$ cat src/rtl/dsp_pkg.sv
package dsp_pkg;

    ////////////////////////////////////////
    // Widths
    ////////////////////////////////////////

    // Raw converter sample
    localparam int ADC_WIDTH  = 14;
    // Internal lane, ADC sample left-justified
    localparam int DATA_WIDTH = 16;
    // Full precision FIR sum
    localparam int ACC_WIDTH  = 36;
    localparam int DAC_WIDTH  = 14;

    ////////////////////////////////////////
    // FIR coefficients
    ////////////////////////////////////////

    localparam int NUM_TAPS   = 4;
    localparam int COEF_WIDTH = 16;
    // Q1.15 format
    localparam int COEF_FRAC  = 15;

    // 0.125, 0.375, 0.375, 0.125 (unity DC gain)
    localparam logic signed [COEF_WIDTH-1:0] fir_coefs [NUM_TAPS] = '{
        16'sd4096,
        16'sd12288,
        16'sd12288,
        16'sd4096
    };

    ////////////////////////////////////////
    // Stream payloads
    ////////////////////////////////////////

    typedef struct packed {
        logic signed [ADC_WIDTH-1:0] data;
    } adc_stream_t;

    typedef struct packed {
        logic signed [DATA_WIDTH-1:0] data;
    } lane_stream_t;

    typedef struct packed {
        logic signed [ACC_WIDTH-1:0] data;
    } acc_stream_t;

    typedef struct packed {
        logic signed [DAC_WIDTH-1:0] data;
    } dac_stream_t;

endpackage
$ cat src/rtl/dsp_chain_top.sv
`timescale 1ns/1ps

module dsp_chain_top (
    input  logic                  a_clk,
    input  logic                  reset,
    // ADC sample stream
    input  dsp_pkg::adc_stream_t  s_adc,
    input  logic                  s_adc_valid,
    output logic                  s_adc_ready,
    // Monitor capture, widened raw samples
    output dsp_pkg::lane_stream_t m_mon,
    output logic                  m_mon_valid,
    input  logic                  m_mon_ready,
    // Filtered DAC samples
    output dsp_pkg::dac_stream_t  m_dac,
    output logic                  m_dac_valid,
    input  logic                  m_dac_ready
);

    import dsp_pkg::*;

    // Splitter to FIR
    lane_stream_t fir_in;
    logic         fir_in_valid;
    logic         fir_in_ready;

    // FIR to rounding stage
    acc_stream_t  acc;
    logic         acc_valid;
    logic         acc_ready;

    ////////////////////////////////////////
    // Sample path
    ////////////////////////////////////////

    // Broadcast, 0 cycles
    axis_splitter #(
        .ADC_WIDTH  (ADC_WIDTH),
        .DATA_WIDTH (DATA_WIDTH)
    ) u_splitter (
        .s_adc       (s_adc),
        .s_adc_valid (s_adc_valid),
        .s_adc_ready (s_adc_ready),
        .m_mon       (m_mon),
        .m_mon_valid (m_mon_valid),
        .m_mon_ready (m_mon_ready),
        .m_fir       (fir_in),
        .m_fir_valid (fir_in_valid),
        .m_fir_ready (fir_in_ready)
    );

    // FIR, 1 cycle
    axis_fir #(
        .DATA_WIDTH (DATA_WIDTH),
        .ACC_WIDTH  (ACC_WIDTH),
        .NUM_TAPS   (NUM_TAPS)
    ) u_fir (
        .a_clk        (a_clk),
        .reset        (reset),
        .s_lane       (fir_in),
        .s_lane_valid (fir_in_valid),
        .s_lane_ready (fir_in_ready),
        .m_acc        (acc),
        .m_acc_valid  (acc_valid),
        .m_acc_ready  (acc_ready)
    );

    // Round and saturate, 1 cycle
    axis_dac_round #(
        .ACC_WIDTH (ACC_WIDTH),
        .DAC_WIDTH (DAC_WIDTH),
        .COEF_FRAC (COEF_FRAC)
    ) u_round (
        .a_clk       (a_clk),
        .reset       (reset),
        .s_acc       (acc),
        .s_acc_valid (acc_valid),
        .s_acc_ready (acc_ready),
        .m_dac       (m_dac),
        .m_dac_valid (m_dac_valid),
        .m_dac_ready (m_dac_ready)
    );

endmodule

$ cat src/rtl/axis_dac_round.sv
`timescale 1ns/1ps

module axis_dac_round #(
    parameter int ACC_WIDTH = 36,
    parameter int DAC_WIDTH = 14,
    parameter int COEF_FRAC = 15
) (
    input  logic                 a_clk,
    input  logic                 reset,
    // Accumulator input
    input  dsp_pkg::acc_stream_t s_acc,
    input  logic                 s_acc_valid,
    output logic                 s_acc_ready,
    // DAC output
    output dsp_pkg::dac_stream_t m_dac,
    output logic                 m_dac_valid,
    input  logic                 m_dac_ready
);

    import dsp_pkg::*;

    // Lane bits dropped to reach DAC width
    localparam int LANE_SHIFT = DATA_WIDTH - DAC_WIDTH;

    // Bias added to negatives before the arithmetic shift
    localparam logic signed [ACC_WIDTH-1:0] FRAC_MASK = (ACC_WIDTH'(1) <<< COEF_FRAC) - 1;
    localparam logic signed [ACC_WIDTH-1:0] LANE_MASK = (ACC_WIDTH'(1) <<< LANE_SHIFT) - 1;

    // Signed DAC range
    localparam logic signed [ACC_WIDTH-1:0] DAC_MAX = (ACC_WIDTH'(1) <<< (DAC_WIDTH - 1)) - 1;
    localparam logic signed [ACC_WIDTH-1:0] DAC_MIN = -DAC_MAX - 1;

    logic signed [ACC_WIDTH-1:0] bias_frac;
    logic signed [ACC_WIDTH-1:0] q_frac;
    logic signed [ACC_WIDTH-1:0] bias_lane;
    logic signed [ACC_WIDTH-1:0] q_lane;
    logic signed [ACC_WIDTH-1:0] sat;
    logic                        accept;

    ////////////////////////////////////////
    // Round toward zero
    ////////////////////////////////////////

    // Drop coefficient fraction
    // Plain >>> floors, the bias turns it into truncation for negatives
    always_comb begin
        bias_frac = s_acc.data[ACC_WIDTH-1] ? FRAC_MASK : '0;
        q_frac    = (s_acc.data + bias_frac) >>> COEF_FRAC;
        // Then lane width down to DAC width, same rule
        bias_lane = q_frac[ACC_WIDTH-1] ? LANE_MASK : '0;
        q_lane    = (q_frac + bias_lane) >>> LANE_SHIFT;
    end

    // Clamp
    always_comb begin
        if (q_lane > DAC_MAX) begin
            sat = DAC_MAX;
        end else if (q_lane < DAC_MIN) begin
            sat = DAC_MIN;
        end else begin
            sat = q_lane;
        end
    end

    ////////////////////////////////////////
    // Output register
    ////////////////////////////////////////

    assign s_acc_ready = !m_dac_valid || m_dac_ready;
    assign accept      = s_acc_valid && s_acc_ready;

    always_ff @(posedge a_clk) begin
        if (reset) begin
            m_dac_valid <= 1'b0;
            m_dac.data  <= '0;
        end else if (accept) begin
            m_dac_valid <= 1'b1;
            // In range after the clamp, low bits carry the value
            m_dac.data  <= sat[DAC_WIDTH-1:0];
        end else if (m_dac_ready) begin
            m_dac_valid <= 1'b0;
        end
    end

endmodule

$ cat src/rtl/axis_fir.sv
`timescale 1ns/1ps

module axis_fir #(
    parameter int DATA_WIDTH = 16,
    parameter int ACC_WIDTH  = 36,
    parameter int NUM_TAPS   = 4
) (
    input  logic                  a_clk,
    input  logic                  reset,
    // Lane input
    input  dsp_pkg::lane_stream_t s_lane,
    input  logic                  s_lane_valid,
    output logic                  s_lane_ready,
    // Accumulator output
    output dsp_pkg::acc_stream_t  m_acc,
    output logic                  m_acc_valid,
    input  logic                  m_acc_ready
);

    import dsp_pkg::*;

    // Signed sample times signed coefficient
    localparam int PROD_WIDTH = DATA_WIDTH + COEF_WIDTH;

    // Past samples, index 0 is the most recent accepted one
    logic signed [DATA_WIDTH-1:0] dly [NUM_TAPS-1];
    // Full tap window, incoming sample plus history
    logic signed [DATA_WIDTH-1:0] win [NUM_TAPS];
    logic signed [PROD_WIDTH-1:0] prod [NUM_TAPS];
    logic signed [ACC_WIDTH-1:0]  acc_sum;
    logic                         accept;

    ////////////////////////////////////////
    // Handshake
    ////////////////////////////////////////

    // Output register empty or draining this cycle
    assign s_lane_ready = !m_acc_valid || m_acc_ready;
    assign accept       = s_lane_valid && s_lane_ready;

    ////////////////////////////////////////
    // Tap window and MAC
    ////////////////////////////////////////

    // Newest sample on tap 0, older ones follow
    always_comb begin
        win[0] = s_lane.data;
        for (int i = 1; i < NUM_TAPS; i++) begin
            win[i] = dly[i-1];
        end
    end

    // Sum of products, full precision
    always_comb begin
        acc_sum = '0;
        for (int i = 0; i < NUM_TAPS; i++) begin
            prod[i] = win[i] * fir_coefs[i];
            // Sign extend product into accumulator
            acc_sum = acc_sum + ACC_WIDTH'(prod[i]);
        end
    end

    ////////////////////////////////////////
    // Delay line
    ////////////////////////////////////////

    // Advances on accepted samples only
    always_ff @(posedge a_clk) begin
        if (reset) begin
            for (int i = 0; i < NUM_TAPS - 1; i++) begin
                dly[i] <= '0;
            end
        end else if (accept) begin
            dly[0] <= s_lane.data;
            for (int i = 1; i < NUM_TAPS - 1; i++) begin
                dly[i] <= dly[i-1];
            end
        end
    end

    ////////////////////////////////////////
    // Output register
    ////////////////////////////////////////

    // One deep, valid one cycle after accept
    always_ff @(posedge a_clk) begin
        if (reset) begin
            m_acc_valid <= 1'b0;
            m_acc.data  <= '0;
        end else if (accept) begin
            m_acc_valid <= 1'b1;
            m_acc.data  <= acc_sum;
        end else if (m_acc_ready) begin
            // Drained with nothing new behind it
            m_acc_valid <= 1'b0;
        end
    end

endmodule

$ cat src/rtl/axis_splitter.sv
`timescale 1ns/1ps

module axis_splitter #(
    parameter int ADC_WIDTH  = 14,
    parameter int DATA_WIDTH = 16
) (
    // ADC input stream
    input  dsp_pkg::adc_stream_t  s_adc,
    input  logic                  s_adc_valid,
    output logic                  s_adc_ready,
    // Monitor branch
    output dsp_pkg::lane_stream_t m_mon,
    output logic                  m_mon_valid,
    input  logic                  m_mon_ready,
    // Filter branch
    output dsp_pkg::lane_stream_t m_fir,
    output logic                  m_fir_valid,
    input  logic                  m_fir_ready
);

    // Number of zero bits below the sample
    localparam int PAD_WIDTH = DATA_WIDTH - ADC_WIDTH;

    logic signed [DATA_WIDTH-1:0] widened;

    ////////////////////////////////////////
    // Expand
    ////////////////////////////////////////

    // Sample moves to the top of the lane
    // Sign bit lands on the lane MSB, so no extension needed
    assign widened = {s_adc.data, {PAD_WIDTH{1'b0}}};

    // Same payload to both branches
    assign m_mon.data = widened;
    assign m_fir.data = widened;

    ////////////////////////////////////////
    // Broadcast handshake
    ////////////////////////////////////////

    // Input only moves when both branches can take it
    assign s_adc_ready = m_mon_ready && m_fir_ready;

    // Each valid gated by the other branch's ready
    // Both transfer in the same cycle or neither does
    assign m_mon_valid = s_adc_valid && m_fir_ready;
    assign m_fir_valid = s_adc_valid && m_mon_ready;

endmodule

$ cat config.mk
export PLATFORM = sky130hd
export DESIGN_NAME = dsp_chain_top
export DESIGN_NICKNAME = d
export VERILOG_FILES = /design/src/rtl/dsp_pkg.sv /design/src/rtl/dsp_chain_top.sv /design/src/rtl/axis_dac_round.sv /design/src/rtl/axis_fir.sv /design/src/rtl/axis_splitter.sv
export SDC_FILE = /design/constraint.sdc
export NUM_CORES = 1
export LEC_CHECK = 0
export BUFFER_PORTS_ARGS = -buffer_cell sky130_fd_sc_hd__buf_2
export CORE_MARGIN = 8
export CORE_UTILIZATION = 52
export CTS_CLUSTER_SIZE = 16
export DETAILED_ROUTE_END_ITERATION = 8
export GPL_ROUTABILITY_DRIVEN = 1
export PLACE_DENSITY = 0.7
export SETUP_SLACK_MARGIN = 0.1
export SYNTH_ARGS = -nofsm -noshare
export SYNTH_HDL_FRONTEND = slang
export SYNTH_SLANG_ARGS = --single-unit
$ cat constraint.sdc
create_clock -name a_clk -period 7.6 [get_ports a_clk]
set_input_delay 0.76 -clock a_clk [delete_from_list [all_inputs] [get_ports a_clk]]
set_output_delay 0.76 -clock a_clk [all_outputs]
set_load 0.01 [all_outputs]
==> impl_metrics.env <==
export IMPL_run_status="finished, final reports clean"
export IMPL_fill_cells=1363
export IMPL_seq_power_share=0.223
export IMPL_antenna_found_initial=0
export IMPL_path_clk_slew_ps=70
export IMPL_drc_errors=0
export IMPL_wire_per_inst_um=14.66
export IMPL_syn_to_final_growth_pct=7.116
export IMPL_crit_arrival_ps=6250
export IMPL_vdd_drop_max_mv=0.1595
export IMPL_slew_headroom=0.2966
export IMPL_cts_setup_buffers=0
export IMPL_crit_family="compound AO/OA/AOI/OAI gates"
export IMPL_place_congestion=0.8878
export IMPL_yosys_warnings=0
export IMPL_fin_cells=1062
export IMPL_combPwrFrac=0.621
export IMPL_slew_violations=0
export IMPL_yosysUniqueCellTypes=71
export IMPL_syn_avg_cell_area_um2=8.823
export IMPL_routed_wl_um=15570
export IMPL_clk_latency_ps=360
export IMPL_grt_usage=0.1769
export IMPL_path_common_cell="a21oi_1"
export IMPL_reg2regPathDepth=26
export IMPL_coreArea_um2=14310
export IMPL_multiInputGateArea_um2=4976
export IMPL_p_clk_frac=0.156
export IMPL_dpl_cell_count=1046
export IMPL_worstPathRequired_ps=7850
export IMPL_cts_resized=0
export IMPL_setup_viol=0
export IMPL_worst_setup_path_type="flop to flop"
export IMPL_num_rows=44
export IMPL_regArea_um2=2022
export IMPL_holdWs_ps=466.7
export IMPL_min_period_ps=5999
export IMPL_nets=1001
export IMPL_ys_seq_area_frac=0.2687
export IMPL_finalHoldViolations=0
export IMPL_cts_root_buf="clkbuf_16"
export IMPL_die_h_um=136.3
export IMPL_p_sw_frac=0.4339
export IMPL_yosysMostFrequentCell="ha_1"
export IMPL_cts_sink_count=80
export IMPL_cts_htree_levels=3
export IMPL_cts_tree="yes"
export IMPL_p_int_w=0.001504
export IMPL_fin_crit_sh=0.7894
export IMPL_slowest_delay_ps=490
export IMPL_setup_ws_ps=1601
export IMPL_switching_power_w=0.001153
export IMPL_ant_nets=0
export IMPL_fin_skew_ps=8.617
export IMPL_yosysTopAreaCell="edfxtp_1"
export IMPL_path_buf_inv=1
export IMPL_ys_top_cells_by_count="ha_1 (88), nand2_1 (76), inv_1 (74)"
export IMPL_dp_hpwl_um=11610
export IMPL_power_density_nw_per_um2=329.7
export IMPL_drtPass1Iterations=7
export IMPL_via_per_inst=5.524
export IMPL_syn_area_um2=7526
export IMPL_drive_above_1_share=0.1173
export IMPL_drtIter0Drc=375
export IMPL_io_buffers=49
export IMPL_cts_buffer_depth=2
export IMPL_ctsHoldBuffers=0
export IMPL_synth_top_area_share=0.1676
export IMPL_grt_pass1_vias=5848
export IMPL_path_depth=26
export IMPL_n_antenna_cell=0
export IMPL_die_width_um=136.3
export IMPL_via_count=5867
export IMPL_initial_core_util=0.5258
export IMPL_ys_ff_latch=80
export IMPL_end_kind="flop"
export IMPL_rsz0062_at_grt="false"
export IMPL_leakagePower_nw=3.749
export IMPL_post_place_ws_ps=1640
export IMPL_fin_setup_tns_ps=0
export IMPL_die_area_um2=18580
export IMPL_grt_overflow_total=0
export IMPL_r2r_slack_ps=1600
export IMPL_synth_area_top_cells="edfxtp_1 (17%), ha_1 (15%), dfxtp_1 (10%), xnor2_1 (6.1%), fa_1 (5.6%)"
export IMPL_grt_start_max_net_pins=50
export IMPL_power_w=0.002658
export IMPL_cts_buffers=9
export IMPL_critPathLaunchType="flop"
export IMPL_async_flop_share=0
export IMPL_synth_flop_cell="edfxtp_1"
export IMPL_grt_pass1_wl_um=26740
export IMPL_io_pins=52
export IMPL_drv_cap=0
export IMPL_tightestPinTransition_ps=1047
export IMPL_min_path_type="flop to flop"
export IMPL_cpMaxStageDelayCell="fa_1"
export IMPL_hold_path_cell_count=2
export IMPL_fmax_mhz=166.7
export IMPL_path_max_fanout=5
export IMPL_synth_edff_count=42
export IMPL_netlist_instances=853
==> logic make-up (layout without fill, tap and decap cells) <==
group,Yosys count,in the layout,share of synthesized area
buffers and inverters,120,144,0.07066
adders and majority gates,110,110,0.2035
other,1,2,0.0004983
and+or+nand+nor,288,288,0.1965
xor gates and xnor gates,74,74,0.08712
DFF,80,80,0.2687
AOI/OAI and AO/OA,180,180,0.1731
==> cell usage in the layout (no fill, tap or decap), drive strengths merged, types with 29 or more instances in the layout <==
cell type / n
nand2: 76
and3: 41
inv: 75
ha: 88
nor2: 62
buf: 54
a21oi: 48
edfxtp: 42
xnor2: 53
o21ai: 29
dfxtp: 38
nor3: 30
==> worst paths after layout <==
path,from,end
setup / recovery,u_fir.dly[0][3],u_fir.m_acc[32]
hold / removal,u_round.m_dac[13],u_round.m_dac[13]
setup reg to reg,u_fir.dly[0][3],u_fir.m_acc[32]
hold reg to reg,u_round.m_dac[13],u_round.m_dac[13]
==> area by class of cell <==
type                            instances  area share
Multi-Input combinational cell        654      0.6173
Sequential cell                        80      0.2508
Timing Repair Buffer                   54     0.03508
Inverter                               74     0.03446
Tap cell                              184     0.02856
Clock buffer                            9     0.02794
Clock inverter                          7    0.005898
==> registers in the layout, summed over array words and instances (netlist names) <==
name	count
u_round.m_dac	14
u_round.m_dac_valid	1
u_fir.m_acc	22
u_fir.dly	42
u_fir.m_acc_valid	1
==> metrics by stage <==
| stage | util | area [µm²] |
|---|---|---|
| floorplan | - | 7530 |
| global placement | 0.5441 | 7789 |
| detailed placement | 0.5441 | 7789 |
| CTS | 0.5632 | 8061 |
| global route | 0.5632 | 8061 |
| finish | 0.5632 | 8061 |
==> metal layers <==
metal	part of all wire	wire, µm	GRT usage
met4	0.017	258	0.06711
met3	0.036	559	0.02735
met2	0.47	7313	0.3066
met1	0.48	7438	0.2163
met5	0	0	0
==> power by group through the flow <==
stage	sequential, W	clock (W)	combinational [W]
after floorplan	0.000567	0	0.00140
after global placement	0.000598	0	0.00163
after detailed placement	0.000599	0	0.00164
after CTS	0.000590	0.000423	0.00166
after global routing	0.000602	0.000439	0.00187
final	0.000591	0.000416	0.00165
==> tightest hold or removal path, cell delays in order (launching register included) <==
cell and delay (ps):
dfxtp_1 300, nand2b_1 60, a21oi_1 60
(Power assumes the default switching activity.)
